<file path="src/mem_bus_pkg.sv">
// Data memory port definitions.
// Command encoding and the tag space for non-blocking loads.

`default_nettype none

package mem_bus_pkg;

	localparam int MEM_TAGS = 16;	// Tag zero means no transaction

	typedef logic [$clog2(MEM_TAGS)-1:0] mem_tag_t;

	typedef enum logic [1:0] {
		bus_none  = 2'd0,
		bus_load  = 2'd1,
		bus_store = 2'd2
	} bus_command_e;

endpackage

`default_nettype wire

</file>
<file path="src/mem_tag_table.sv">
// Outstanding load table indexed by memory tag.
// Returns a fill for the owning load entry when its tag comes back.

`timescale 1ns/1ps
`default_nettype none

module mem_tag_table #(
	parameter int LQ_SIZE = 8,
	localparam int IDX_W = $clog2(LQ_SIZE)
) (
	input  wire                            clock,
	input  wire                            reset,
	input  wire                            mispredict,
	input  wire                            load_issue_valid,
	input  wire [IDX_W-1:0]                load_issue_index,
	input  wire mem_bus_pkg::mem_tag_t     mem_response,
	input  wire mem_bus_pkg::mem_tag_t     mem_tag,
	output logic                           fill_valid,
	output logic [IDX_W-1:0]               fill_index
);

	logic [mem_bus_pkg::MEM_TAGS-1:0] tag_valid;
	logic [IDX_W-1:0] tag_index [mem_bus_pkg::MEM_TAGS];

	assign fill_valid = tag_valid[mem_tag];	// Tag zero is never written
	assign fill_index = tag_index[mem_tag];

	always_ff @(posedge clock) begin
		if (reset || mispredict) begin
			tag_valid <= '0;	// Late returns of flushed loads are dropped
		end else begin
			if (fill_valid)
				tag_valid[mem_tag] <= 1'b0;
			if (load_issue_valid)
				tag_valid[mem_response] <= 1'b1;
		end
	end

	always_ff @(posedge clock) begin
		if (load_issue_valid)
			tag_index[mem_response] <= load_issue_index;
	end

endmodule

`default_nettype wire

</file>
<file path="config.mk">
export PLATFORM = sky130hd
export DESIGN_NAME = mem_tag_table
export DESIGN_NICKNAME = d
export VERILOG_FILES = /design/src/mem_bus_pkg.sv /design/src/mem_tag_table.sv
export SDC_FILE = /design/constraint.sdc
export NUM_CORES = 1
export LEC_CHECK = 0
export BUFFER_PORTS_ARGS = -buffer_cell sky130_fd_sc_hd__buf_2
export CELL_PAD_IN_SITES_DETAIL_PLACEMENT = 0
export CELL_PAD_IN_SITES_GLOBAL_PLACEMENT = 1
export CORE_AREA = 8 8 81 83
export DETAILED_ROUTE_END_ITERATION = 6
export DIE_AREA = 0 0 89 91
export GPL_TIMING_DRIVEN = 0
export PLACE_DENSITY_LB_ADDON = 0.1
export SLEW_MARGIN = 30
export SYNTH_ARGS = -nofsm -noshare
export SYNTH_HDL_FRONTEND = slang
export SYNTH_SLANG_ARGS = --single-unit
</file>
<file path="constraint.sdc">
create_clock -name clock -period 3.8 [get_ports clock]
set_input_delay 0.57 -clock clock [delete_from_list [all_inputs] [get_ports clock]]
set_output_delay 0.57 -clock clock [all_outputs]
set_load 0.02 [all_outputs]
</file>
# --- After elaboration in Yosys (flattened, before gate mapping) ---
# Memories as Yosys holds them, arrays and structs flattened.
# Cells that the tools add are included.
word_totals:
  ramBits: 48
  word_cells: 23
  register_bits: 16
  n_memories: 1
  output_inout_bits: 4
memory_table:
  columns: ["name", "depth", "width", "read_ports", "rd_ports_with_merged_regs", "write_ports", "line_no", "rtl"]
  rows:
  - ["tag_index", 16, 3, 1, 0, 1, "mem_tag_table.sv:23", "logic [IDX_W-1:0] tag_index [mem_bus_pkg::MEM_TAGS];"]
op_classes:
  n_reduce_logical: 3
  magnitude_cmp: 4
  muxes: 11
  n_bitwise: 3
ops:
  columns: ["operator", "count"]
  rows:
  - ["$mux W16", 3]
  - ["$and A16 B16 Y16", 1]
  - ["$not A16 Y16", 1]
  - ["$or A16 B16 Y16", 1]
  - ["$lt A4 B5 Y1 const B", 2]
  - ["$demux W1 S4", 2]
  - ["$ge A4 B1 Y1 const B", 2]
  - ["$mux W1", 5]
  - ["$bmux W1 S4", 1]
  - ["$logic_and A1 B1 Y1", 2]
  - ["$logic_or A1 B1 Y1", 1]

# --- Logic depth before layout (Yosys ltp) ---
# Gate-level depths: netlist of the first run.
depth:
  depth_word: 10
  depth_mapped: 5

# --- Worst setup path after synthesis of the first run ---
# Ideal clock, no wire load.
synth_timing:
  path_type: "input port to output port"
  from: "in mem_tag[0]"
  to: "out fill_index[0]"
  arrival_time_ns: 1.606
  stages: 4
  setup_slack_ns: 1.624
  path_buffers: 1
  t_required_ns: 3.230
  path_cell_list: "buf_6 > mux4_2 > a22oi_1 > nand3_1"
synth_between:
  elab_chain_len: 1
synth_rtl:
  columns: ["item", "line_no", "rtl"]
  rows:
  - ["start: declaration", "mem_tag_table.sv:17", "input wire mem_bus_pkg::mem_tag_t mem_tag,"]
  - ["$mem_v2 Z16 W3", null, null]
  - ["end: declaration", "mem_tag_table.sv:19", "output logic [IDX_W-1:0] fill_index"]
# No other way between the ends.

# --- Final worst setup path of the first run ---
layout_timing:
  from: "in mem_tag[1]"
  to: "out fill_valid"
layout_between:
  elab_chain_len: 2
layout_rtl:
  columns: ["item", "line_no", "rtl"]
  rows:
  - ["$bmux W1 S4", "mem_tag_table.sv:25", "assign fill_valid = tag_valid[mem_tag];"]
  - ["$mux W1 (not written as such)", "mem_tag_table.sv:25", null]
  - ["end: declaration", "mem_tag_table.sv:18", "output logic fill_valid,"]
# No other way between the ends. The select of a mux whose other input is x is not followed.

==> results of run 1 <==
## cell usage after synthesis
cell type  number  share of area
or3_1           7          0.016
or4_1           1         0.0028
nand2_1         8          0.011
buf_2           4         0.0074
nand3_1        11          0.020
buf_4           1         0.0028
a22oi_1         4          0.011
nand4b_1        2         0.0065
nand2b_1        7          0.016
nor2_1          2         0.0028
edfxtp_1       48           0.53
o21ai_0        16          0.030
mux4_2         16           0.13
buf_6           1         0.0042
a21oi_1        16          0.030
or2_2           6          0.014
nand3b_1        1         0.0028
inv_1          16          0.022
nor2b_1         3         0.0069
dfxtp_1        16           0.12
clkbuf_1        4         0.0056
nand4_1         1         0.0023
## final cells by class
cell class,count,area (um^2),share of cell area
Buffer,10,53.80,0.01760
Tap cell,72,90.09,0.02947
Clock inverter,5,48.80,0.01596
Clock buffer,11,131.4,0.04298
Sequential cell,64,1762,0.5763
Timing Repair Buffer,17,85.08,0.02783
Multi-Input combinational cell,101,825.8,0.2702
Inverter,16,60.06,0.01965
## registers in the layout, summed over array words and instances, names as in the netlist
register   cells
tag_index     48
tag_valid     16
## per-stage QoR
step                      area (um^2)  hold WS, ns
final                            3057       0.4813
after global placement           2877       0.4593
after global routing             3057       0.5135
after CTS                        3057       0.4783
after floorplan                  2701       0.4505
after detailed placement         2877       0.4682
## cells by family (layout without fill, tap and decap cells)
logic type / Yosys count / count (layout) / share of synthesized area
muxes: 16 / 16 / 0.1334
AOI/OAI and AO/OA: 36 / 36 / 0.07041
DFF: 64 / 64 / 0.6522
buffers and inverters: 26 / 59 / 0.04215
and+or+nand+nor: 49 / 49 / 0.1019
## worst paths after layout
path | startpoint | to | slack, ns
min reg2reg | tag_valid[0]$_SDFF_PP0_ | tag_valid[0]$_SDFF_PP0_ | 0.48
max reg2reg | tag_valid[3]$_SDFF_PP0_ | tag_valid[3]$_SDFF_PP0_ | 3.14
max | mem_tag[1] | fill_valid | 1.27
min | tag_valid[0]$_SDFF_PP0_ | tag_valid[0]$_SDFF_PP0_ | 0.48
## worst max-delay path: cells and delay by family
kind,cells,cell delay (ns)
mux,1,0.32
simple gates,1,0.12
compound gates,1,0.19
buf+inv,4,0.76
## power groups by stage
stage	Combinational [W]	Sequential, W	Clock, W
floorplan	0.0000607	0.000779	0
global placement	0.0000953	0.000780	0
detailed placement	0.0000993	0.000781	0
CTS	0.0000995	0.000766	0.000543
global route	0.000107	0.000766	0.000571
finish	0.0000989	0.000766	0.000537
## routing by layer
| layer | up-vias | global-route usage | wire length, um |
|---|---|---|---|
| li1 | 777 | - | - |
| met1 | 817 | 0.2018 | 2619 |
| met2 | 49 | 0.2400 | 2840 |
| met3 | 11 | 0.03243 | 253 |
| met4 | 0 | 0.09154 | 131 |
| met5 | - | 0 | 0 |
## layout by cell type, fill, tap and decap left out, types with 8 or more instances in the layout
cell,synthesis,layout
a21oi_1,16,16
buf_2,4,21
clkbuf_8,0,9
dfxtp_1,16,16
edfxtp_1,48,48
inv_1,16,16
mux4_2,16,16
nand2_1,8,8
nand3_1,11,11
o21ai_0,16,16
==> results_dict.tcl, run 1 <==
set metrics [dict create \
    wl_per_cell_um 19.75 \
    p_clk_frac 0.383 \
    post_cts_buffers 0 \
    yosysSeqAreaShare 0.6522 \
    cp.required_ns 3.23 \
    swShare 0.2165 \
    grt_overflow 0 \
    clk_pin_slew_ns 0.06 \
    grt_max_degree 17 \
    yosysWarnings 0 \
    wl_um 5845 \
    hpwl_um 4307 \
    initial_utilization 0.5061 \
    crit_fanout 10 \
    clockBufferDepth 2 \
    core_area_um2 5338 \
    switchingPower_w 0.0003034 \
    synth_area_um2 2701 \
    cp_cell_sequence "buf_2 > buf_2 > buf_4 > mux4_2 > a22oi_1 > nand3_1 > buf_2" \
    nNetsFinal 234 \
    die_height_um 91 \
    hold_violations 0 \
    cts_root_buf "clkbuf_8" \
    post-route-util 0.5727 \
    fin_ws_ns 1.267 \
    place_inst 280 \
    setup_tns_ns 0 \
    fillCellCount 473 \
    cts_resized 0 \
    intPower_w 0.001098 \
    p_seq_frac 0.546 \
    drc_errors 0 \
    grt_usage 0.1575 \
    worst_ir_drop_vdd_uv 286.0 \
    place_ws_ns 1.251 \
    clock_latency_ns 0.33 \
    cap_violations 0 \
    n_antenna_cell 0 \
    synth_area_per_cell_um2 14.14 \
    gp_congestion 0.8739 \
    crit_top_cell "buf_2" \
    row_count 27 \
    r2r_cells 2 \
    setup_viol 0 \
    area_growth_pct 13.15 \
    drive_gt1_frac 0.2589 \
    maxSlewViolCount 0 \
    die_w_um 89 \
    combPwrFrac 0.071 \
    cts_sinks 64 \
    dieArea_um2 8099 \
    whs_path_depth 2 \
    grt_pass1_wl_um 9377 \
    h-tree-depth 3 \
    vias 1654 \
    portBuffers 17 \
    antenna_left 0 \
    relSlewSlack 0.7074 \
    grt_pass1_vias 1834 \
    synth.distinct_cells 22 \
    pin_count 19 \
    rsz0062_at_grt "no" \
    antenna_found_initial 0 \
    worstMarginPinSlew_ns 0.4389 \
    fmaxAchievable_ghz 0.3948 \
    critPathArrivalTime_ns 1.96 \
    status "finished, final reports clean" \
    cp_slowest_stage_delay_ns 0.32 \
    cts_tree "yes" \
    syn_nets 206 \
    synth-seq-cells 64 \
    drt_iter0_markers 100 \
    synthCells 191 \
    finalCritPeriodShare 0.6665 \
    viasPerCell 5.588 \
    p_total_w 0.001401 \
    cp-start-kind "input pin" \
    end_kind "output pin" \
    fin_skew_ns 0 \
    p_per_area_nw_per_um2 458.4 \
    cts_made_buffers 9 \
    leakage_nw 1.131 \
    stdcell_count 296 \
    min_period_ns 2.533 \
    crit_slowest_cell "mux4_2" \
    ctsHoldBuffers 0 \
    worst_hold_path_type "flip-flop to flip-flop" \
    worst-setup-path-type "input pin to output pin" \
    drtPass1Iterations 4 \
]
(Power assumes the default switching activity.)
==> run 2, diff against run 1 <==
--- a/config.mk
+++ b/config.mk
@@ -8,9 +8,9 @@
 export BUFFER_PORTS_ARGS = -buffer_cell sky130_fd_sc_hd__buf_2
 export CELL_PAD_IN_SITES_DETAIL_PLACEMENT = 0
 export CELL_PAD_IN_SITES_GLOBAL_PLACEMENT = 1
-export CORE_AREA = 8 8 81 83
+export CORE_AREA = 8 8 84 86
 export DETAILED_ROUTE_END_ITERATION = 6
-export DIE_AREA = 0 0 89 91
+export DIE_AREA = 0 0 92 94
 export GPL_TIMING_DRIVEN = 0
 export PLACE_DENSITY_LB_ADDON = 0.1
 export SLEW_MARGIN = 30
==> constraint.sdc (replaced) <==
create_clock -name clock -period 2.6 [get_ports clock]
set_input_delay 0.39 -clock clock [delete_from_list [all_inputs] [get_ports clock]]
set_output_delay 0.39 -clock clock [all_outputs]
set_load 0.02 [all_outputs]
==> run 2 against run 1 <==
  * Cell count rose by 1.0%
  * Sequential power rose by 46%
  * Register-to-register slack got worse by 1.2 ns
  * Worst hold slack got worse by 0.072 ns
  * Global-route usage fell by 0.96 points
  * Routed wire length rose by 1.7%
  * Utilization fell by 4.0 points
  * Via count rose by 3.2%
  * Count of clock-buffer cells in the layout did not move
  * Design area barely moved
  * Critical endpoint is now fill_index[1]
==> results_dict.tcl, run 2 (synthesized netlist as in run 1, its figures left out) <==
set metrics [dict create \
    status "finished, final reports clean" \
    r2r_slack_ns 1.96 \
    h-tree-depth 3 \
    r2r_cells 2 \
    stdcell_count 299 \
    path_buf_inv 1 \
    top_regs "tag_index: 48 flops, tag_valid: 16 flops" \
    leakage_nw 1.128 \
    crit_fanout 1 \
    drt_iter0_markers 169 \
    cts_made_buffers 9 \
    grt_max_degree 17 \
    cp-start-kind "flip-flop" \
    core_area_um2 5746 \
    die_w_um 92 \
    p_total_w 0.002041 \
    worstMarginPinSlew_ns 0.5721 \
    hpwl_um 4362 \
    end_kind "output pin" \
    crit_slowest_cell "mux4_2" \
    initial_utilization 0.4702 \
    cts_resized 0 \
    gp_congestion 0.8100 \
    relSlewSlack 0.6186 \
    nNetsFinal 234 \
    post-route-util 0.5324 \
    fin_skew_ns 0 \
    clock_latency_ns 0.33 \
    cap_violations 0 \
    cts_sinks 64 \
    n_antenna_cell 0 \
    drtPass1Iterations 5 \
    timing.rr.start "tag_valid[10]$_SDFF_PP0_" \
    clockBufferDepth 2 \
    whs_ns 0.4097 \
    maxSlewViolCount 0 \
    viasPerCell 5.709 \
    cp.required_ns 2.21 \
    portBuffers 17 \
    worst-path-stages 4 \
    grt_overflow 0 \
    post_cts_buffers 0 \
    grt_pass1_vias 1791 \
    cts_tree "yes" \
    setup_tns_ns 0 \
    wl_per_cell_um 19.88 \
    cp-endpoint "fill_index[1]" \
    p_per_area_nw_per_um2 667.2 \
    dieArea_um2 8648 \
    drc_errors 0 \
    regToRegEndpoint "tag_valid[10]$_SDFF_PP0_" \
    row_count 28 \
    cts_root_buf "clkbuf_8" \
    critPathArrivalTime_ns 1.76 \
    clk_pin_slew_ns 0.06 \
    worst_ir_drop_vdd_uv 311.1 \
    mostFrequentLayoutCell "edfxtp_1" \
    finalCritPeriodShare 0.8288 \
    worst_hold_path_type "input pin to flip-flop" \
    mostFrequentLayoutCells "edfxtp_1, buf_2" \
    rsz0062_at_grt "no" \
    cp_cell_sequence "mux4_2 > a22oi_1 > nand3_1 > buf_2" \
    antenna_found_initial 0 \
    critical_path.top_delay_family "multiplexers" \
    area_growth_pct 13.25 \
    place_inst 283 \
    cp_slowest_stage_delay_ns 0.48 \
    grt_pass1_wl_um 9446 \
    grt_usage 0.1479 \
    hold_violations 0 \
    vias 1707 \
    setup_viol 0 \
    worst-setup-path-type "flip-flop to output pin" \
    pin_count 19 \
    fmaxAchievable_ghz 0.4641 \
    largest_reg_flops 48 \
    min_period_ns 2.155 \
    setup.worst_path.start "tag_index[3][1]$_DFFE_PP_" \
    ctsHoldBuffers 0 \
    antenna_left 0 \
    die_height_um 94 \
    wl_um 5943 \
    largest-register "tag_index" \
    drive_gt1_frac 0.2545 \
]
## run 2: final cells by class
class                           instances  area [um^2]
Clock inverter                          5        47.55
Inverter                               16        60.06
Sequential cell                        64         1762
Fill cell                             485         2686
Multi-Input combinational cell        101        825.8
Tap cell                               75        93.84
Clock buffer                           11        131.4
Buffer                                 10        53.80
Timing Repair Buffer                   17        85.08
## run 2: tightest hold or removal path, delay by kind of cell
family	cells	cell delay, ns
compound gates	1	0.07
buf+inv	1	0.09
simple gates	1	0.14
## run 2: how the worst min path moves through the flow
| stage | to | depth (start not counted) | startpoint | slack (ns) |
|---|---|---|---|---|
| final | tag_valid[1]$_SDFF_PP0_ | 3 | mem_response[2] | 0.41 |
| after global placement | tag_valid[7]$_SDFF_PP0_ | 2 | tag_valid[7]$_SDFF_PP0_ | 0.46 |
| after global routing | tag_valid[1]$_SDFF_PP0_ | 3 | mem_response[2] | 0.42 |
| after CTS | tag_valid[1]$_SDFF_PP0_ | 3 | mem_response[2] | 0.40 |
| after detailed placement | tag_valid[0]$_SDFF_PP0_ | 2 | tag_valid[0]$_SDFF_PP0_ | 0.47 |
| after floorplan | tag_valid[15]$_SDFF_PP0_ | 2 | tag_valid[15]$_SDFF_PP0_ | 0.45 |
## run 2: routing by layer
| layer | up-vias | part of all wire | wire length [um] | track usage |
|---|---|---|---|---|
| met3 | 16 | 0.060 | 354 | 0.03277 |
| met2 | 67 | 0.46 | 2731 | 0.2229 |
| met1 | 846 | 0.45 | 2700 | 0.1888 |
| li1 | 778 | - | - | - |
| met4 | 0 | 0.026 | 157 | 0.09664 |
| met5 | - | 0 | 0 | 0 |
## run 2: power by group
group,total (W),switching [W],internal [W]
Clock,0.000777,0.000344,0.000433
Combinational,0.000145,0.0000894,0.0000553
Sequential,0.00112,0.00000483,0.00111
Total,0.00204,0.000438,0.00160
## run 2: through the flow
step	worst slack, ns	cell area (um^2)
after global routing	0.3149	3059
final	0.4452	3059
after detailed placement	0.4088	2880
after floorplan	0.7843	2701
after global placement	0.4467	2880
after CTS	0.4077	3059
