===== src/lsq_types_pkg.sv =====
// Operand, register tag and reorder-buffer types shared by the load/store queue.
// Files refer to these by scoped names.

`default_nettype none

package lsq_types_pkg;

	localparam int DATA_WIDTH = 64;
	localparam int PRF_SIZE = 64;	// Physical registers
	localparam int ROB_SIZE = 32;	// Reorder-buffer entries

	// Data word or byte address
	typedef logic [DATA_WIDTH-1:0] data_t;

	// Physical register tag, as carried on the result bus
	typedef logic [$clog2(PRF_SIZE)-1:0] tag_t;

	// Reorder-buffer index, age is the distance from the ROB head
	typedef logic [$clog2(ROB_SIZE)-1:0] rob_idx_t;

endpackage

`default_nettype wire


===== src/lsq_if.sv =====
// Interfaces inside the load/store queue.
// Dispatch fans out to both queues, each queue offers one memory request
// to the arbiter and gets a grant pulse back when memory accepts it.

`timescale 1ns/1ps
`default_nettype none

interface lsq_dispatch_if;
	logic                    valid;
	logic                    is_store;
	lsq_types_pkg::data_t    base;
	lsq_types_pkg::data_t    offset;		// Tag in the low bits until ready
	logic                    offset_ready;
	lsq_types_pkg::data_t    store_data;	// Tag in the low bits until ready
	logic                    store_data_ready;
	lsq_types_pkg::rob_idx_t rob_idx;
	lsq_types_pkg::tag_t     dest_tag;

	modport receiver (input valid, is_store, base, offset, offset_ready,
		store_data, store_data_ready, rob_idx, dest_tag);
endinterface


interface store_req_if;
	logic                 valid;
	lsq_types_pkg::data_t address;
	lsq_types_pkg::data_t data;
	logic                 grant;

	modport queue (output valid, address, data, input grant);
	modport arbiter (input valid, address, data, output grant);
endinterface

`default_nettype wire


===== src/store_queue.sv =====
// Store queue. A circular buffer in program order that captures address
// offset and store data from the result bus. Only the head store is offered
// to memory, and only once the reorder buffer head has reached it.

`timescale 1ns/1ps
`default_nettype none

module store_queue #(
	parameter int SQ_SIZE = 8,
	localparam int IDX_W = $clog2(SQ_SIZE)
) (
	input  wire                            clock,
	input  wire                            reset,
	input  wire                            mispredict,
	lsq_dispatch_if.receiver               dispatch,
	input  wire                            cdb_valid,
	input  wire lsq_types_pkg::tag_t       cdb_tag,
	input  wire lsq_types_pkg::data_t      cdb_data,
	input  wire lsq_types_pkg::rob_idx_t   rob_head,
	store_req_if.queue                     store_req,
	output lsq_types_pkg::rob_idx_t        sq_head_rob_idx,
	output logic                           sq_empty,
	output logic                           sq_full
);

	logic [IDX_W:0] head;	// Extra bit tells full from empty
	logic [IDX_W:0] tail;
	logic [IDX_W-1:0] head_idx;
	logic [IDX_W-1:0] tail_idx;

	logic [SQ_SIZE-1:0] offset_ready;
	logic [SQ_SIZE-1:0] data_ready;
	lsq_types_pkg::data_t base [SQ_SIZE];
	lsq_types_pkg::data_t offset [SQ_SIZE];
	lsq_types_pkg::data_t data [SQ_SIZE];
	lsq_types_pkg::rob_idx_t rob_idx [SQ_SIZE];

	logic dispatch_store;
	logic offset_hit;
	logic data_hit;

	assign head_idx = head[IDX_W-1:0];
	assign tail_idx = tail[IDX_W-1:0];
	assign sq_empty = head == tail;
	assign sq_full = head[IDX_W] != tail[IDX_W] && head_idx == tail_idx;
	assign sq_head_rob_idx = rob_idx[head_idx];

	assign dispatch_store = dispatch.valid && dispatch.is_store && !sq_full;
	assign offset_hit = !dispatch.offset_ready && cdb_valid &&
		cdb_tag == lsq_types_pkg::tag_t'(dispatch.offset);
	assign data_hit = !dispatch.store_data_ready && cdb_valid &&
		cdb_tag == lsq_types_pkg::tag_t'(dispatch.store_data);

	// Head store goes out at commit
	assign store_req.valid = !sq_empty && offset_ready[head_idx] &&
		data_ready[head_idx] && rob_idx[head_idx] == rob_head;
	assign store_req.address = base[head_idx] + offset[head_idx];
	assign store_req.data = data[head_idx];

	always_ff @(posedge clock) begin
		if (reset) begin
			head <= '0;
			tail <= '0;
		end else begin
			if (store_req.grant)
				head <= head + 1'b1;
			if (mispredict)
				tail <= head + (IDX_W + 1)'(store_req.grant);	// Drop all uncommitted stores
			else if (dispatch_store)
				tail <= tail + 1'b1;
		end
	end

	////////////////////
	// Entry fill and operand capture
	////////////////////
	always_ff @(posedge clock) begin
		for (int i = 0; i < SQ_SIZE; i++) begin
			if (dispatch_store && tail_idx == IDX_W'(i)) begin
				base[i] <= dispatch.base;
				offset[i] <= offset_hit ? cdb_data : dispatch.offset;
				offset_ready[i] <= dispatch.offset_ready || offset_hit;
				data[i] <= data_hit ? cdb_data : dispatch.store_data;
				data_ready[i] <= dispatch.store_data_ready || data_hit;
				rob_idx[i] <= dispatch.rob_idx;
			end else begin
				if (!offset_ready[i] && cdb_valid &&
						cdb_tag == lsq_types_pkg::tag_t'(offset[i])) begin
					offset[i] <= cdb_data;
					offset_ready[i] <= 1'b1;
				end
				if (!data_ready[i] && cdb_valid &&
						cdb_tag == lsq_types_pkg::tag_t'(data[i])) begin
					data[i] <= cdb_data;
					data_ready[i] <= 1'b1;
				end
			end
		end
	end

endmodule

`default_nettype wire

===== src/flat_wrapper.sv =====
// flat-port wrapper written by rule: the top's interface ports become plain ports
module store_queue_flat 
#(
	parameter int SQ_SIZE = 8,
	localparam int IDX_W = $clog2(SQ_SIZE)
)
  (clock, reset, mispredict, cdb_valid, cdb_tag, cdb_data, rob_head, sq_head_rob_idx, sq_empty, sq_full, dispatch_valid, dispatch_is_store, dispatch_base, dispatch_offset, dispatch_offset_ready, dispatch_store_data, dispatch_store_data_ready, dispatch_rob_idx, dispatch_dest_tag, store_req_valid, store_req_address, store_req_data, store_req_grant);
  lsq_dispatch_if dispatch_i ();
  store_req_if store_req_i ();
  input  wire clock;
  input  wire reset;
  input  wire mispredict;
  input  wire cdb_valid;
  input  wire lsq_types_pkg::tag_t cdb_tag;
  input  wire lsq_types_pkg::data_t cdb_data;
  input  wire lsq_types_pkg::rob_idx_t rob_head;
  output lsq_types_pkg::rob_idx_t sq_head_rob_idx;
  output logic sq_empty;
  output logic sq_full;
  input wire logic [$bits(dispatch_i.valid)-1:0] dispatch_valid;
  input wire logic [$bits(dispatch_i.is_store)-1:0] dispatch_is_store;
  input wire logic [$bits(dispatch_i.base)-1:0] dispatch_base;
  input wire logic [$bits(dispatch_i.offset)-1:0] dispatch_offset;
  input wire logic [$bits(dispatch_i.offset_ready)-1:0] dispatch_offset_ready;
  input wire logic [$bits(dispatch_i.store_data)-1:0] dispatch_store_data;
  input wire logic [$bits(dispatch_i.store_data_ready)-1:0] dispatch_store_data_ready;
  input wire logic [$bits(dispatch_i.rob_idx)-1:0] dispatch_rob_idx;
  input wire logic [$bits(dispatch_i.dest_tag)-1:0] dispatch_dest_tag;
  output wire logic [$bits(store_req_i.valid)-1:0] store_req_valid;
  output wire logic [$bits(store_req_i.address)-1:0] store_req_address;
  output wire logic [$bits(store_req_i.data)-1:0] store_req_data;
  input wire logic [$bits(store_req_i.grant)-1:0] store_req_grant;
  assign dispatch_i.valid = dispatch_valid;
  assign dispatch_i.is_store = dispatch_is_store;
  assign dispatch_i.base = dispatch_base;
  assign dispatch_i.offset = dispatch_offset;
  assign dispatch_i.offset_ready = dispatch_offset_ready;
  assign dispatch_i.store_data = dispatch_store_data;
  assign dispatch_i.store_data_ready = dispatch_store_data_ready;
  assign dispatch_i.rob_idx = dispatch_rob_idx;
  assign dispatch_i.dest_tag = dispatch_dest_tag;
  assign store_req_valid = store_req_i.valid;
  assign store_req_address = store_req_i.address;
  assign store_req_data = store_req_i.data;
  assign store_req_i.grant = store_req_grant;
  store_queue #(.SQ_SIZE(SQ_SIZE)) u_core (.clock(clock), .reset(reset), .mispredict(mispredict), .dispatch(dispatch_i), .cdb_valid(cdb_valid), .cdb_tag(cdb_tag), .cdb_data(cdb_data), .rob_head(rob_head), .store_req(store_req_i), .sq_head_rob_idx(sq_head_rob_idx), .sq_empty(sq_empty), .sq_full(sq_full));
endmodule

===== config.mk =====
export PLATFORM = sky130hd
export DESIGN_NAME = store_queue_flat
export DESIGN_NICKNAME = d
export VERILOG_FILES = /design/src/lsq_types_pkg.sv /design/src/lsq_if.sv /design/src/store_queue.sv /design/src/flat_wrapper.sv
export SDC_FILE = /design/constraint.sdc
export NUM_CORES = 2
export LEC_CHECK = 0
export ABC_AREA = 1
export BUFFER_PORTS_ARGS = -buffer_cell sky130_fd_sc_hd__buf_2
export CORE_UTILIZATION = 40
export DETAILED_ROUTE_END_ITERATION = 16
export MAX_ROUTING_LAYER = met4
export PLACE_DENSITY = 0.6
export SYNTH_ARGS = -nofsm -noshare
export SYNTH_HDL_FRONTEND = slang
export SYNTH_SLANG_ARGS = --single-unit

===== constraint.sdc =====
create_clock -name clock -period 11.1 [get_ports clock]
set_input_delay 2.22 -clock clock [delete_from_list [all_inputs] [get_ports clock]]
set_output_delay 2.22 -clock clock [all_outputs]
set_load 0.1 [all_outputs]

# ---- Yosys cells after proc, flatten, opt, wreduce, memory -nomap -nowiden
# Memory sizes are Yosys's and may differ from the RTL's. A register that Yosys moved wholly into a read port is not among the register bits.
# Index checks and enable logic that the tools add are counted.
# Widths: inputs -> output; s select.
dict set report totals {
  regBits 24
  latch_bits 0
  mem_bits_rw 1576
  rom_bits 0
  in_bits 287
  elab_cells 346
  memories 4
}
# memory depth word_bits rd rd_ports_with_merged_regs write_ports line
set mem_list {}
lappend mem_list {u_core.base 8 64 1 1 1 store_queue.sv:33} ;# lsq_types_pkg::data_t base [SQ_SIZE];
lappend mem_list {u_core.data 8 64 9 1 8 store_queue.sv:35} ;# lsq_types_pkg::data_t data [SQ_SIZE];
lappend mem_list {u_core.offset 8 64 9 1 8 store_queue.sv:34} ;# lsq_types_pkg::data_t offset [SQ_SIZE];
lappend mem_list {u_core.rob_idx 8 5 1 1 1 store_queue.sv:36} ;# lsq_types_pkg::rob_idx_t rob_idx [SQ_SIZE];
dict set report classes {
  addsub 4
  n_mul 0
  div_mod_pow 0
  magnitude_cmp 1
  eq_ne 29
  shift 0
  n_mux 170
  n_bitwise 16
  reduce_logical 104
}
# operator n
set op_table {}
lappend op_table {{$mux 64} 25}
lappend op_table {{$reduce_or 64->1} 7}
lappend op_table {{$mux 1} 112}
lappend op_table {{$eq 6x6->1} 18}
lappend op_table {{$mux 3} 22}
lappend op_table {{$add 64x64->64} 1}
lappend op_table {{$logic_and 1x1->1} 50}
lappend op_table {{$mux 5} 7}
lappend op_table {{$reduce_or 5->1} 7}
lappend op_table {{$reduce_bool 2->1} 17}
lappend op_table {{$logic_not 1->1} 20}
lappend op_table {{$or 1x1->1} 16}
lappend op_table {{$eq 3x3->1 const B} 4}
lappend op_table {{$add 4x1->4 const B} 2}
lappend op_table {{$mux 4} 2}
lappend op_table {{$bmux 1 s3} 2}
lappend op_table {{$eq 3x2->1 const B} 2}
lappend op_table {{$eq 5x5->1} 1}
lappend op_table {{$add 4x1->4} 1}
lappend op_table {{$eq 4x4->1} 1}
lappend op_table {{$lt 3x4->1 const B} 1}
lappend op_table {{$eq 3x1->1 const B} 1}
lappend op_table {{$eq 3x3->1} 1}
lappend op_table {{$logic_not 3->1} 1}
lappend op_table {{other kinds (2)} 3}

# ---- Logic depth before layout (Yosys ltp)
dict set report depth {
  ltp_word 15
  ltp_mapped 24
}

# ---- Worst setup path before layout
# No wires, ideal clock.
dict set report synth_path {
  kind {input port to flip-flop}
  startpoint {in cdb_tag[4]}
  endpoint {mem u_core.data[6][0] (netlist name), enable pin}
  setup_ns 0.578
  arrival_time_ns 7.547
  required_time_ns 10.522
  slack_ns 2.975
  stages 7
  path_cell_list {buf_4 inv_1 buf_4 nand2_1 nor3b_1 o2111ai_1 o21ai_0}
}
# element line
set synth_lines {}
lappend synth_lines {{from (decl)} flat_wrapper.sv:14} ;# input wire lsq_types_pkg::tag_t cdb_tag;
lappend synth_lines {{to (decl)} store_queue.sv:35}

==> impl_summary.txt <==
----------------------------------------------------
[Worst setup path]
  Required time at the worst-slack endpoint ... 8.88 ns
  Element type at the critical path start ... flip-flop
  Kind of capture point of the worst setup path ... output port
  Endpoint of the most critical register-to-register path ... u_core.offset[1][61]
  Worst r2r src ... u_core.head[1]
  Type of the setup path with the least slack ... flip-flop to output port
  Maximum fanout along the worst path ... 84
  Reg-to-reg setup timing slack ... 6.51 ns
  Worst Reg-to-Reg Cells ... 13
  Signal arrival time at the worst endpoint ... 6.88 ns

[Finish]
  Post-layout instance count excluding filler cells ... 13.10k
  Storage cell area ... 48030 um^2
  Layout Utilization ... 44.76%
  Area delta synth->final ... 10.67%
  Area of the multi-input gates ... 33380 um^2
  Number of nets in the finished design ... 10.46k
  Fraction of final layout cells with drive strength greater than 1 ... 10.15%
  Filler Cell Count ... 20.34k

[Floorplanning]
  Floorplan core area ... 212900 um^2
  Die H ... 466.0 um
  Placement row count ... 169
  Number of top-level pins ... 423
  Overall die width ... 466.0 um
  Starting Density ... 40.44%
  Area of the die ... 217100 um^2

[Pwr]
  Sw Pwr ... 6147 uW
  P_leak ... 0.03920 uW
  Power Density ... 179.3 nW/um^2
  Part of the total power dissipated in the clock network ... 34.2%
  Sw Share ... 35.97%
  Share of total power in combinational logic ... 25.8%
  Portion of total power attributed to sequential cells ... 40.0%
  Power Internal ... 10940 uW
  Worst IR drop on VDD ... 179.8 uV

[Timing]
  Final count of negative-setup-slack endpoints ... 0
  Pin slew with the least headroom to its limit ... 1.206 ns
  Number of failing hold endpoints at the final stage ... 0
  Remaining max-slew budget at the tightest pin ... 19.31%
  Period utilization ... 81.96%
  Unrepaired setup endpoints after global routing ... false
  Maximum clock skew at final layout ... 0.03180 ns
  Final Max Slew Viols ... 0
  Setup TNS Final ... 0 ns
  Maximum clock frequency ... 109.9 MHz
  Minimum period implied by the final worst setup slack ... 9.097 ns

[Synthesis]
  Number of cells produced by synthesis ... 10.15k
  Sequential fraction of the synthesis area ... 55.77%
  Post-synthesis instance area ... 86110 um^2
  Synth async-reset ratio ... 0%
  Leading cell type by number of instances after synthesis ... sky130_fd_sc_hd__nand2_1
  Most instantiated flip-flop cell in the synthesis netlist ... sky130_fd_sc_hd__edfxtp_1
  Area fraction of the dominant cell type after synthesis ... 55.52%
  Avg Cell Area, Syn ... 8.484 um^2
  Netlist cell types ... 44
  YS warnings ... 0
  Top post-synthesis cells by count ... sky130_fd_sc_hd__nand2_1 (3508), sky130_fd_sc_hd__edfxtp_1 (1592), sky130_fd_sc_hd__nor2_1 (1507), sky130_fd_sc_hd__o21ai_0 (815), sky130_fd_sc_hd__nand3_1 (607)
  Seq cells post-synth ... 1603
  Net count of the mapped netlist ... 10.51k
  EDFF count, synth ... 1592
  Leading area contributor after synthesis ... sky130_fd_sc_hd__edfxtp_1
  Largest cells by area after synthesis ... sky130_fd_sc_hd__edfxtp_1 (56%), sky130_fd_sc_hd__nand2_1 (15%), sky130_fd_sc_hd__nor2_1 (6.6%)

[GRT]
  Most crowded layer after global routing ... met2
  GRT Overall Usage ... 29.70%
  Met1 usage ... 38.86%
  Antenna violations before repair ... 57
  Total global routing overflow ... 0
  Met3 usage in global routing ... 4.911%
  Vias in the first global route ... 68.39k
  Maximum number of pins on one net before global-route repair ... 197
  Global routing met2 resource utilization ... 46.52%
  Global-route wire length before repair ... 462300 um

[Placement]
  Placed Instances ... 12.74k
  Final estimated routing congestion in global placement ... 0.9434
  Buffers on Ports ... 416
  Placed wire-length estimate after detailed placement ... 191600 um

[Clock network]
  # hold bufs at CTS ... 0
  # resized after CTS ... 0
  Worst skew pair latency ... 0.83 ns
  Clock sink total ... 1603
  Post-CTS setup buffer count ... 0
  Buffer type at the clock tree root ... sky130_fd_sc_hd__clkbuf_16
  Number of H-tree levels ... 4
  Num CTS Buffers ... 178
  Clock input transition at the sequential cells of the worst setup and hold paths ... 0.06 ns
  Maximum number of buffers from clock root to sink ... 3
  TritonCTS clock tree ... yes

[Outcome]
  Status ... finished clean

[Detailed routing]
  Detailed Route WL ... 324300 um
  Final antenna-violating net count ... 0
  DR vias ... 74.42k
  Drt drc ... 0
  Number of DRC markers after the initial detailed-route iteration ... 9519
  Via density ... 5.683
  Length of the first detailed-routing pass in iterations ... 6
  Per-cell routed wire length ... 24.76 um

[Worst hold path]
  Worst Hold End ... u_core.head[3]
  Startpoint of the lowest-slack hold path ... u_core.head[3]
  Type of the most critical hold path ... flip-flop to flip-flop
  Cell depth of the worst min-delay path ... 2

[Job]
  Count of max-cap constraint violations ... 0

----------------------------------------------------
worst max-delay path: stages (launching register included):
cell	delay [ns]
sky130_fd_sc_hd__dfxtp_4	0.81
sky130_fd_sc_hd__buf_4	0.90
sky130_fd_sc_hd__buf_4	0.93
sky130_fd_sc_hd__o21ai_0	0.22
sky130_fd_sc_hd__o22ai_1	0.22
sky130_fd_sc_hd__nor2_1	0.06
sky130_fd_sc_hd__a31oi_1	0.69
sky130_fd_sc_hd__ha_1	0.43
sky130_fd_sc_hd__nand2_1	0.08
sky130_fd_sc_hd__nand2_1	0.08
sky130_fd_sc_hd__nand2_1	0.07
sky130_fd_sc_hd__nand2_1	0.06
sky130_fd_sc_hd__nand2_1	0.07
sky130_fd_sc_hd__nand2_1	0.07
sky130_fd_sc_hd__inv_1	0.06
sky130_fd_sc_hd__nand3_1	0.25
sky130_fd_sc_hd__nand3_1	0.21
sky130_fd_sc_hd__nand3_1	0.08
sky130_fd_sc_hd__nand2_1	0.18
sky130_fd_sc_hd__buf_2	0.47
cell type report:
| cell class | instances | share of cell area (%) |
|---|---|---|
| Timing Repair Buffer | 523 | 3.159 |
| Clock inverter | 98 | 0.9361 |
| Antenna cell | 34 | 0.08928 |
| Tap cell | 2821 | 3.704 |
| Inverter | 418 | 1.712 |
| Sequential cell | 1603 | 50.40 |
| Multi-Input combinational cell | 7377 | 35.03 |
| Clock buffer | 222 | 4.968 |
power groups by stage:
stage | Sequential [uW] | Clock [uW] | Combinational (uW)
after floorplan | 6950 | 0 | 3160
after global routing | 6840 | 6110 | 4670
after detailed placement | 6960 | 0 | 4370
final | 6830 | 5850 | 4410
after global placement | 6950 | 0 | 4340
after CTS | 6830 | 5890 | 4380
sequential cells by signal (all words and copies together), names as in the netlist, named ones only:
signal / cells
u_core.base: 512
u_core.data: 512
u_core.offset: 512
u_core.rob_idx: 40
u_core.data_ready: 8
u_core.offset_ready: 8
u_core.head: 4
u_core.tail: 4
layer usage:
layer | routed length (um) | vias to the layer above
li1 | - | 33730
met1 | 128900 | 35540
met2 | 149500 | 4431
met3 | 34240 | 730
met4 | 11630 | 0
met5 | 0 | -
worst max path at each step:
| stage | from | end | slack, ns |
|---|---|---|---|
| floorplan | cdb_tag[4] | u_core.data[6][0] | 2.98 |
| global placement | flip-flop | store_req_address[38] | 3.00 |
| detailed placement | flip-flop | store_req_address[38] | 2.97 |
| CTS | flip-flop | store_req_address[38] | 2.09 |
| global route | flip-flop | store_req_address[38] | 1.59 |
| finish | flip-flop | store_req_address[38] | 2.00 |
stage by stage:
| stage | area (um^2) | hold slack, ns | setup WS, ns | power, uW |
|---|---|---|---|---|
| after floorplan | 86110 | 0.4982 | 2.975 | 10110 |
| after global placement | 89590 | 0.5137 | 3.000 | 11300 |
| after detailed placement | 89590 | 0.5399 | 2.969 | 11330 |
| after CTS | 95210 | 0.5487 | 2.087 | 17090 |
| after global routing | 95290 | 0.5913 | 1.585 | 17610 |
| final | 95300 | 0.5380 | 2.003 | 17090 |
placed cells by master (no fill, tap or decap), types with 97 or more instances in the layout:
cell	n
sky130_fd_sc_hd__a31oi_1	190
sky130_fd_sc_hd__buf_2	416
sky130_fd_sc_hd__buf_4	97
sky130_fd_sc_hd__clkbuf_16	182
sky130_fd_sc_hd__edfxtp_1	1592
sky130_fd_sc_hd__inv_1	392
sky130_fd_sc_hd__nand2_1	3493
sky130_fd_sc_hd__nand2_4	105
sky130_fd_sc_hd__nand3_1	605
sky130_fd_sc_hd__nor2_1	1504
sky130_fd_sc_hd__o21ai_0	806
sky130_fd_sc_hd__o22ai_1	191
logic make-up after synthesis:
kind of cell | synth area share [%]
adders and majority gates | 1.069
DFF | 55.77
xor gates and xnor gates | 0.8035
and+or+nand+nor | 27.70
buffers and inverters | 5.817
AOI/OAI and AO/OA | 8.826
muxes | 0.01308
(Power assumes the default switching activity.)
