File: src/lsq_types_pkg.sv
// Operand, register tag and reorder-buffer types shared by the load/store queue.
// Files refer to these by scoped names.

`default_nettype none

package lsq_types_pkg;

	localparam int DATA_WIDTH = 64;
	localparam int PRF_SIZE = 64;	// Physical registers
	localparam int ROB_SIZE = 32;	// Reorder-buffer entries

	// Data word or byte address
	typedef logic [DATA_WIDTH-1:0] data_t;

	// Physical register tag, as carried on the result bus
	typedef logic [$clog2(PRF_SIZE)-1:0] tag_t;

	// Reorder-buffer index, age is the distance from the ROB head
	typedef logic [$clog2(ROB_SIZE)-1:0] rob_idx_t;

endpackage

`default_nettype wire

File: src/mem_bus_pkg.sv
// Data memory port definitions.
// Command encoding and the tag space for non-blocking loads.

`default_nettype none

package mem_bus_pkg;

	localparam int MEM_TAGS = 16;	// Tag zero means no transaction

	typedef logic [$clog2(MEM_TAGS)-1:0] mem_tag_t;

	typedef enum logic [1:0] {
		bus_none  = 2'd0,
		bus_load  = 2'd1,
		bus_store = 2'd2
	} bus_command_e;

endpackage

`default_nettype wire

File: src/lsq_if.sv
// Interfaces inside the load/store queue.
// Dispatch fans out to both queues, each queue offers one memory request
// to the arbiter and gets a grant pulse back when memory accepts it.

`timescale 1ns/1ps
`default_nettype none


interface load_req_if #(
	parameter int LQ_SIZE = 8
);
	logic                       valid;
	logic [$clog2(LQ_SIZE)-1:0] index;
	lsq_types_pkg::data_t       address;
	logic [LQ_SIZE-1:0]         grant;		// One-hot over load entries

	modport queue (output valid, index, address, input grant);
	modport arbiter (input valid, index, address, output grant);
endinterface

interface store_req_if;
	logic                 valid;
	lsq_types_pkg::data_t address;
	lsq_types_pkg::data_t data;
	logic                 grant;

	modport queue (output valid, address, data, input grant);
	modport arbiter (input valid, address, data, output grant);
endinterface

`default_nettype wire

File: src/mem_request_arbiter.sv
// Memory port driver. A refused request is held and replayed before anything
// else, otherwise the committed store beats the load. Grants pulse back to the
// queue that owns the accepted request.

`timescale 1ns/1ps
`default_nettype none

module mem_request_arbiter #(
	parameter int LQ_SIZE = 8,
	localparam int IDX_W = $clog2(LQ_SIZE)
) (
	input  wire                            clock,
	input  wire                            reset,
	input  wire                            mispredict,
	load_req_if.arbiter                    load_req,
	store_req_if.arbiter                   store_req,
	output mem_bus_pkg::bus_command_e      mem_command,
	output lsq_types_pkg::data_t           mem_address,
	output lsq_types_pkg::data_t           mem_data,
	input  wire mem_bus_pkg::mem_tag_t     mem_response,
	output logic                           load_issue_valid,
	output logic [IDX_W-1:0]               load_issue_index
);

	logic hold_valid;
	mem_bus_pkg::bus_command_e hold_command;
	lsq_types_pkg::data_t hold_address;
	lsq_types_pkg::data_t hold_data;
	logic [IDX_W-1:0] hold_index;
	logic accepted;

	always_comb begin
		mem_command = mem_bus_pkg::bus_none;
		mem_address = '0;
		mem_data = '0;
		load_issue_index = load_req.index;
		if (hold_valid) begin
			mem_command = hold_command;	// Replay exactly what was refused
			mem_address = hold_address;
			mem_data = hold_data;
			load_issue_index = hold_index;
		end else if (store_req.valid) begin
			mem_command = mem_bus_pkg::bus_store;
			mem_address = store_req.address;
			mem_data = store_req.data;
		end else if (load_req.valid) begin
			mem_command = mem_bus_pkg::bus_load;
			mem_address = load_req.address;
		end
	end

	assign accepted = mem_command != mem_bus_pkg::bus_none && mem_response != '0;
	assign store_req.grant = accepted && mem_command == mem_bus_pkg::bus_store;
	assign load_issue_valid = accepted && mem_command == mem_bus_pkg::bus_load;
	assign load_req.grant = load_issue_valid ? LQ_SIZE'(1) << load_issue_index : '0;

	always_ff @(posedge clock) begin
		if (reset || mispredict)
			hold_valid <= 1'b0;
		else
			hold_valid <= mem_command != mem_bus_pkg::bus_none && !accepted;
	end

	// Request snapshot, frozen while a hold is pending
	always_ff @(posedge clock) begin
		if (!hold_valid) begin
			hold_command <= mem_command;
			hold_address <= mem_address;
			hold_data <= mem_data;
			hold_index <= load_issue_index;
		end
	end

endmodule

`default_nettype wire

File: src/flat_wrapper.sv
// flat-port wrapper written by rule: the top's interface ports become plain ports
module mem_request_arbiter_flat 
#(
	parameter int LQ_SIZE = 8,
	localparam int IDX_W = $clog2(LQ_SIZE)
)
  (clock, reset, mispredict, mem_command, mem_address, mem_data, mem_response, load_issue_valid, load_issue_index, load_req_valid, load_req_index, load_req_address, load_req_grant, store_req_valid, store_req_address, store_req_data, store_req_grant);
  load_req_if #(.LQ_SIZE(LQ_SIZE)) load_req_i ();
  store_req_if store_req_i ();
  input  wire clock;
  input  wire reset;
  input  wire mispredict;
  output mem_bus_pkg::bus_command_e mem_command;
  output lsq_types_pkg::data_t mem_address;
  output lsq_types_pkg::data_t mem_data;
  input  wire mem_bus_pkg::mem_tag_t mem_response;
  output logic load_issue_valid;
  output logic [IDX_W-1:0] load_issue_index;
  input wire logic [$bits(load_req_i.valid)-1:0] load_req_valid;
  input wire logic [$bits(load_req_i.index)-1:0] load_req_index;
  input wire logic [$bits(load_req_i.address)-1:0] load_req_address;
  output wire logic [$bits(load_req_i.grant)-1:0] load_req_grant;
  input wire logic [$bits(store_req_i.valid)-1:0] store_req_valid;
  input wire logic [$bits(store_req_i.address)-1:0] store_req_address;
  input wire logic [$bits(store_req_i.data)-1:0] store_req_data;
  output wire logic [$bits(store_req_i.grant)-1:0] store_req_grant;
  assign load_req_i.valid = load_req_valid;
  assign load_req_i.index = load_req_index;
  assign load_req_i.address = load_req_address;
  assign load_req_grant = load_req_i.grant;
  assign store_req_i.valid = store_req_valid;
  assign store_req_i.address = store_req_address;
  assign store_req_i.data = store_req_data;
  assign store_req_grant = store_req_i.grant;
  mem_request_arbiter #(.LQ_SIZE(LQ_SIZE)) u_core (.clock(clock), .reset(reset), .mispredict(mispredict), .load_req(load_req_i), .store_req(store_req_i), .mem_command(mem_command), .mem_address(mem_address), .mem_data(mem_data), .mem_response(mem_response), .load_issue_valid(load_issue_valid), .load_issue_index(load_issue_index));
endmodule
File: config.mk
export PLATFORM = sky130hd
export DESIGN_NAME = mem_request_arbiter_flat
export DESIGN_NICKNAME = d
export VERILOG_FILES = /design/src/lsq_types_pkg.sv /design/src/mem_bus_pkg.sv /design/src/lsq_if.sv /design/src/mem_request_arbiter.sv /design/src/flat_wrapper.sv
export SDC_FILE = /design/constraint.sdc
export NUM_CORES = 1
export LEC_CHECK = 0
export BUFFER_PORTS_ARGS = -buffer_cell sky130_fd_sc_hd__buf_2
export CAP_MARGIN = 20
export CELL_PAD_IN_SITES_DETAIL_PLACEMENT = 2
export CELL_PAD_IN_SITES_GLOBAL_PLACEMENT = 2
export CORE_MARGIN = 1.5
export CORE_UTILIZATION = 26
export DETAILED_ROUTE_END_ITERATION = 8
export PLACE_DENSITY = 0.91
export SYNTH_ARGS = -nofsm -noshare
export SYNTH_HDL_FRONTEND = slang
export SYNTH_SLANG_ARGS = --single-unit
File: constraint.sdc
create_clock -name clock -period 5.2 [get_ports clock]
set_clock_uncertainty 0.2 [all_clocks]
set_input_delay 1.04 -clock clock [delete_from_list [all_inputs] [get_ports clock]]
set_output_delay 1.04 -clock clock [all_outputs]
set_load 0.02 [all_outputs]
### Word level (Yosys, flattened, before mapping)

Index checks and enable logic that the tools add are counted.
W data, S select, Z words.

* eq/ne operators: 2
* shift operators: 1
* multiplexer cells: 10
* reduce and logical (&&, ||, !) cells: 8

Operators by type and width (count)
* $mux W64: 5
* $mux W8: 1
* $shl A1 B3 Y8 const A: 1
* $logic_and A1 B1 Y1: 4
* $mux W2: 2
* $reduce_bool A4 Y1: 1
* $mux W3: 1
* $eq A2 B1 Y1 const B: 1
* $eq A2 B2 Y1 const B: 1
* $reduce_bool A2 Y1: 1
* $logic_not A1 Y1: 1
* $logic_or A1 B1 Y1: 1
* $mux W1: 1

* bits in registers: 134
* bits of input ports: 204
* output and inout bits: 143
* logic and storage cells: 26

### Depth between registers and ports, before layout

Gate-level depths: netlist of the first run.

* word-level depth: 7
* gate-level depth with buffers: 6
* gate-level depth less buffers: 4

### Least setup slack after synthesis of the first run

OpenSTA, ideal clock, no wires.

* kind: flip-flop to flip-flop
* start point: register u_core.hold_valid
* end point: register u_core.hold_address[0], enable pin
* setup time: 486 ps
* arrival time: 3472 ps
* required time: 4514 ps
* path slack: 1042 ps
* cell stages (with the launch flop): 6
* path buffers: 4
* period minus slack after synthesis: 4158 ps
* cells stage by stage: dfxtp_1 buf_6 buf_6 buf_2 buf_2 inv_1

RTL lines
* start: declaration: line mem_request_arbiter.sv:25 `logic hold_valid;`
* start signal: assignment: line mem_request_arbiter.sv:61 `hold_valid <= mem_command != mem_bus_pkg::bus_none && !accepted;`
* end signal: assignment: line mem_request_arbiter.sv:68 `hold_address <= mem_address;`
* end: declaration: line mem_request_arbiter.sv:27 `lsq_types_pkg::data_t hold_address;`

No word-level cell between the ends.

### Worst setup path in the final report of the first run

* start point: input port store_req_valid
* end point: output port mem_data[6]

* cells in the longest elaborated chain, start to end: 2

Ends and longest elaborated chain
* start: declaration: line flat_wrapper.sv:23 `input wire logic [$bits(store_req_i.valid)-1:0] store_req_valid;`
* $mux W64: line mem_request_arbiter.sv:42 `end else if (store_req.valid) begin`
* $mux W64: line mem_request_arbiter.sv:37 `if (hold_valid) begin`
* end: declaration: line flat_wrapper.sv:15 `output lsq_types_pkg::data_t mem_data;`

Every way passes these cells.

==> results of run 1 <==
[metrics by stage]
stage                     cell area, µm²  utilization [%]  std cells
after detailed placement            8138            34.88       1104
after global placement              8138            34.88       1104
after global routing                8756            37.53       1137
final                               8761            37.55       1139
after floorplan                     6135                -        474
after CTS                           8728            37.41       1136
[kinds of logic after synthesis]
logic type,count (synthesis)
buffers and inverters,47
flip-flops,134
AND/OR/NAND/NOR,92
multiplexers,4
AO/OA/AOI/OAI,197
[layout make-up]
class | instances | area, µm²
clock inverter | 15 | 165.2
multi-input combinational | 293 | 1893
timing repair buffer | 356 | 1839
fill | 2538 | 14570
antenna | 2 | 5.005
sequential | 134 | 4018
clock buffer | 17 | 425.4
tap | 319 | 399.1
inverter | 3 | 16.27
[power by group]
group          switching (mW)  internal (mW)  total (mW)
Combinational           0.240          0.154       0.393
Sequential             0.0245           1.27        1.29
Clock                   0.505          0.720        1.22
[cells in the final DEF, fill, tap and decap left out, types with 2 or more instances in the layout]
cell type	instances
sky130_fd_sc_hd__buf_2	346
sky130_fd_sc_hd__edfxtp_1	133
sky130_fd_sc_hd__nand2_1	66
sky130_fd_sc_hd__a22oi_1	64
sky130_fd_sc_hd__a22o_1	63
sky130_fd_sc_hd__o21ai_0	37
sky130_fd_sc_hd__o21ai_1	28
sky130_fd_sc_hd__clkbuf_16	17
sky130_fd_sc_hd__inv_6	9
sky130_fd_sc_hd__nor2_1	8
sky130_fd_sc_hd__buf_4	8
sky130_fd_sc_hd__o22ai_1	4
sky130_fd_sc_hd__mux2_2	3
sky130_fd_sc_hd__and3_1	3
sky130_fd_sc_hd__and3b_1	3
sky130_fd_sc_hd__nor3b_1	3
sky130_fd_sc_hd__diode_2	2
sky130_fd_sc_hd__inv_1	2
sky130_fd_sc_hd__nor2b_4	2
sky130_fd_sc_hd__bufinv_16	2
sky130_fd_sc_hd__clkinvlp_4	2
[worst register-to-register path, stage by stage (launching register included)]
cell                      delay, ns
sky130_fd_sc_hd__dfxtp_4       0.41
sky130_fd_sc_hd__buf_16        0.25
sky130_fd_sc_hd__inv_6         0.49
sky130_fd_sc_hd__buf_4         0.88
[layer usage]
metal	global-route usage, %	wire, µm	up-vias
met5	0	0	-
met4	4.218	243	0
met3	4.459	1199	15
met2	32.06	11700	186
met1	19.77	8566	2653
li1	-	-	2547
[flip-flops by register name, indices dropped and copies added, names as in the netlist]
register	count
u_core.hold_address	64
u_core.hold_command	2
u_core.hold_data	64
u_core.hold_index	3
u_core.hold_valid	1
[worst paths after layout]
path	startpoint	endpoint	slack, ns	cells after the start
max	store_req_valid	mem_data[6]	0.99	5
min	u_core.hold_address[14]$_DFFE_PN_	u_core.hold_address[14]$_DFFE_PN_	0.37	2
max reg2reg	u_core.hold_valid$_SDFF_PP0_	u_core.hold_address[13]$_DFFE_PN_	2.50	3
min reg2reg	u_core.hold_address[14]$_DFFE_PN_	u_core.hold_address[14]$_DFFE_PN_	0.37	2
==> qor.yml, run 1 <==
syn-mean-instance-area_um2: 12.94
synth_async_sr_flop_share_pct: 0
worstPathBufferInverterCount: 3
power_density_mw_per_mm2: 332.1
grt_first_pass_wirelength_um: 32270
post-synth-top-count-cell: "sky130_fd_sc_hd__edfxtp_1"
path_common_cell: "sky130_fd_sc_hd__buf_2"
clock_tree_from_tritoncts: "done"
post_synthesis_share_of_cell_area_spent_on_and_or_nand_and_nor_gates_pct: 6.710
wire_length_per_cell_um: 19.06
timing.critical_path.required_ns: 3.96
synth_xor_xnor_area_share_pct: 0
drive_gt1_share_pct: 48.78
period_minus_slack_ns: 4.210
ys.warnings.count: 0
antenna_left: 0
vias: 5401
timing.hold.ws_ns: 0.3719
postSynthNetCount: 678
dieWidth_um: 156.6
cts_hold_repair.buffers: 0
routability_congestion: 0.7254
ys_seq_area_share_pct: 65.43
crit_path_cell_trace: "buf_2 > nor2b_4 > buf_4 > a22o_1 > buf_2"
cts.repair.resized: 0
synthesized_area_fraction_occupied_by_ao_oa_aoi_and_oai_cells_pct: 22.99
timing_worst_setup_path_type: "input port to output pin"
number_of_top_level_pins: 347
floorplan.die_area_mm2: 0.02453
yosys-mux-area-fraction_pct: 0.9178
maxSlewHeadroom_pct: 28.97
total_global_routing_track_utilization_pct: 17.31
worst-endpoint-arrival_ns: 2.97
cp-start-kind: "input port"
initial_antenna_violation_count: 1
irDropWorstVdd_v: 0.0001776
critical_path_peak_fanout: 53
synth-edff-count: 133
netlist.top_cell.by_area: "sky130_fd_sc_hd__edfxtp_1"
cts_root_buffer: "sky130_fd_sc_hd__clkbuf_16"
endpoint_kind: "output pin"
power_leakage_nw: 3.988
ctsHtreeMaxLevel: 4
actual_transition_at_the_worst_max_transition_pin_ns: 1.065
status: "complete, no violations"
synthesis.instances: 474
post_synth_most_frequent_cells: "133 x sky130_fd_sc_hd__edfxtp_1, 66 x sky130_fd_sc_hd__nand2_1, 64 x sky130_fd_sc_hd__a22oi_1, 63 x sky130_fd_sc_hd__a22o_1, 37 x sky130_fd_sc_hd__o21ai_0"
max-cap-violations: 0
grt_max_degree: 103
syn_to_final_growth_pct: 42.81
fin_setup_tns_ns: 0
setup_repair_after_global_routing_missed_its_margin: "no"
synthAdderAreaFrac_pct: 0
critPathMaxStageDelay_ns: 0.54
detail_route.first_pass.iterations: 4
design.core.area_mm2: 0.02333
clkSinkCount: 134
drc: 0
drt-vias-per-instance: 4.742
dominant_combinational_cell_family_by_area_after_synthesis: "compound AO/OA/AOI/OAI gates"
mappedNetlistArea_mm2: 0.006135
post_cts_buffers: 0
clock_path_buffers: 2
dp_worst_setup_slack_ns: 0.9366
cpLargestDelayFamily: "buffers and inverters"
setup_viol: 0
core.rowCount: 56
synthDistinctLibCells: 28
synth.ff_latch_count: 134
report.final.slew_viol_count: 0
fin_total_pwr_mw: 2.910
post_route_setup_slack_ns: 0.9903
die_height_um: 156.6
worstSkewPairLatency_ns: 0.40
initial_utilization_pct: 26.29
max_clock_freq_mhz: 237.5
hpwl_after_detailed_placement_um: 16170
wirelength_um: 21710
input_output_buffers: 346
yosys.area.top_type_share_pct: 65.10
grt.overflow.total: 0
number_of_global_route_vias_before_repair: 5755
clk_pin_slew_ns: 0.07
finalHoldViolations: 0
final_min_period_over_clock_period_pct: 80.96
first_iter_violations: 224
critPathSlowestCell: "sky130_fd_sc_hd__buf_4"
synth_area_leaders: "sky130_fd_sc_hd__edfxtp_1 65%, sky130_fd_sc_hd__a22o_1 9.0%, sky130_fd_sc_hd__a22oi_1 7.8%"
ys_dominant_reg_cell: "sky130_fd_sc_hd__edfxtp_1"
fin_nets: 1009
cts_made_buffers: 17
hold_path.class: "register to register"
Power figures use the tool's default switching activity.
==> run 2: changes to the inputs <==
Settings changed: CORE_UTILIZATION 26 to 24, PLACE_DENSITY 0.91 to 0.89.
Clock period 5.2 ns to 3.4 ns, I/O delays scaled along.
==> qor.yml, run 2 (synthesis gave the netlist of run 1 again) <==
initial_antenna_violation_count: 6  # +5
worstReg2RegEnd: "u_core.hold_address[44]$_DFFE_PN_"
grt_max_degree: 110  # +6.8%
mostFrequentLayoutCell: "sky130_fd_sc_hd__buf_2"
max_clock_freq_mhz: 346.5
fin_cells: 1149  # +0.88%
critical_path_peak_fanout: 17  # -68%
number_of_top_level_pins: 347  # unchanged
critPathMaxStageDelay_ns: 0.49  # -0.05 ns
clk_pin_slew_ns: 0.06  # about the same
hpwl_after_detailed_placement_um: 16520  # +2.2%
power_density_mw_per_mm2: 501.5  # +51%
antenna_left: 0  # unchanged
irDropWorstVdd_v: 0.0002919  # +64%
wire_length_per_cell_um: 19.68  # +3.2%
critPathSlowestCell: "sky130_fd_sc_hd__dfxtp_4"
post_cts_buffers: 0  # unchanged
grt.overflow.total: 0  # unchanged
beginning_of_the_worst_hold_path: "mispredict"
first_iter_violations: 269  # +20%
clock_path_buffers: 2  # unchanged
final_cell_mix: "346 x sky130_fd_sc_hd__buf_2, 133 x sky130_fd_sc_hd__edfxtp_1, 66 x sky130_fd_sc_hd__nand2_1"
initial_utilization_pct: 24.43  # -1.9 points
r2r_setup_slack_ns: 0.80  # -1.70 ns
detail_route.first_pass.iterations: 4  # unchanged
ctsHtreeMaxLevel: 4  # unchanged
timing.critical_path.required_ns: 2.52  # -1.44 ns
finalHoldViolations: 0  # unchanged
clock_tree_from_tritoncts: "done"
max-cap-violations: 0  # unchanged
crit_path_cell_trace: "mux2_2 > nand3b_1 > nor2_1 > buf_2"
cp-start-kind: "register"
stdcell_area_mm2: 0.008753  # about the same
r2r.worst_path.cells: 3  # unchanged
routability_congestion: 0.7474  # +3.0%
total_global_routing_track_utilization_pct: 16.62  # -0.69 points
dieWidth_um: 162.9  # +4.0%
fin_setup_tns_ns: 0  # unchanged
report.final.slew_viol_count: 0  # unchanged
input_output_buffers: 346  # unchanged
regToRegStartpoint: "u_core.hold_valid$_SDFF_PP0_"
actual_transition_at_the_worst_max_transition_pin_ns: 0.8598  # -0.2057 ns
placed_area_mm2: 0.008180  # +0.52%
cts.repair.resized: 0  # unchanged
fin_nets: 1007  # -0.20%
fin_total_pwr_mw: 4.390  # +51%
wirelength_um: 22610  # +4.1%
timing_worst_setup_path_type: "register to output pin"
syn_to_final_growth_pct: 42.69  # about the same
floorplan.die_area_mm2: 0.02653  # +8.2%
grt_first_pass_wirelength_um: 33870  # +5.0%
setup_repair_after_global_routing_missed_its_margin: "no"
hold_path.class: "input port to register"
cell_depth_of_the_worst_min_delay_path: 2  # unchanged
number_of_global_route_vias_before_repair: 5873  # +2.1%
cts_hold_repair.buffers: 0  # unchanged
drt-vias-per-instance: 4.748  # +0.12%
maxSlewHeadroom_pct: 42.68  # +14 points
hold_path_end: "u_core.hold_valid$_SDFF_PP0_"
setup_viol: 0  # unchanged
final_min_period_over_clock_period_pct: 84.88
drive_gt1_share_pct: 48.65  # -0.13 points
core.rowCount: 58  # +3.6%
fill_cells: 2791  # +10%
place_inst: 1114  # +0.91%
cts_root_buffer: "sky130_fd_sc_hd__clkbuf_16"
power_leakage_nw: 3.969  # -0.48%
die_height_um: 162.9  # +4.0%
status: "complete, no violations"
biggestRegsByFlops: "u_core.hold_address x64, u_core.hold_data x64, u_core.hold_index x3"
vias: 5455  # +1.0%
worst-endpoint-arrival_ns: 2.01  # -0.96 ns
period_minus_slack_ns: 2.886
worstSkewPairLatency_ns: 0.41  # about the same
endpoint_kind: "output pin"
cts_made_buffers: 17  # unchanged
drc: 0  # unchanged
clkSinkCount: 134  # unchanged
design.core.area_mm2: 0.02511  # +7.6%
run 2: area by class of cell:
class                   instances  area [µm²]  area share [%]
repair buffers                354        1842           21.04
inverters                       3       15.01          0.1715
multi-input cells             293        1893           21.63
diodes                          3       7.507         0.08576
flip-flops and latches        134        4018           45.90
well taps                     330       412.9           4.717
clock inverters                15       140.1           1.601
clock buffers                  17       425.4           4.860
run 2: critical path, delay by kind of cell (launching register included):
kind	cells	cell delay [ns]
flip-flops	1	0.49
multiplexers	1	0.42
AND/OR/NAND/NOR	2	0.46
buffers and inverters	1	0.22
run 2: per-stage QoR:
stage / hold WS, ns / util [%] / setup slack [ns]
3_5_place_dp: 0.3557 / 32.58 / 0.5507
3_3_place_gp: 0.3464 / 32.58 / 0.6293
5_1_grt: 0.2281 / 34.85 / 0.4371
6_report: 0.2449 / 34.86 / 0.5142
2_1_floorplan: 0.4553 / - / 0.02575
4_1_cts: 0.2241 / 34.83 / 0.5064
run 2: worst max path at each step:
stage                                  from  cells past startpoint                               end
2_1_floorplan  u_core.hold_valid$_SDFF_PP0_                      5  u_core.hold_address[0]$_DFFE_PN_
3_3_place_gp                store_req_valid                      6                   mem_address[54]
3_5_place_dp                store_req_valid                      6                   mem_address[42]
4_1_cts        u_core.hold_valid$_SDFF_PP0_                      3               load_issue_index[0]
5_1_grt                     store_req_valid                      6                   mem_address[54]
6_report       u_core.hold_valid$_SDFF_PP0_                      4                 load_req_grant[2]
run 2: where the power goes:
group          internal [mW]  switching (mW)  total [mW]
Sequential              1.94          0.0378        1.98
Combinational          0.236           0.362       0.598
Clock                   1.02           0.793        1.82
Total                   3.20            1.19        4.39
run 2: metal layers:
metal / global-route usage [%] / share of wire (%)
met5: 0 / 0.16
met4: 5.546 / 2.0
met3: 4.533 / 5.9
met2: 29.69 / 51
met1: 19.08 / 41
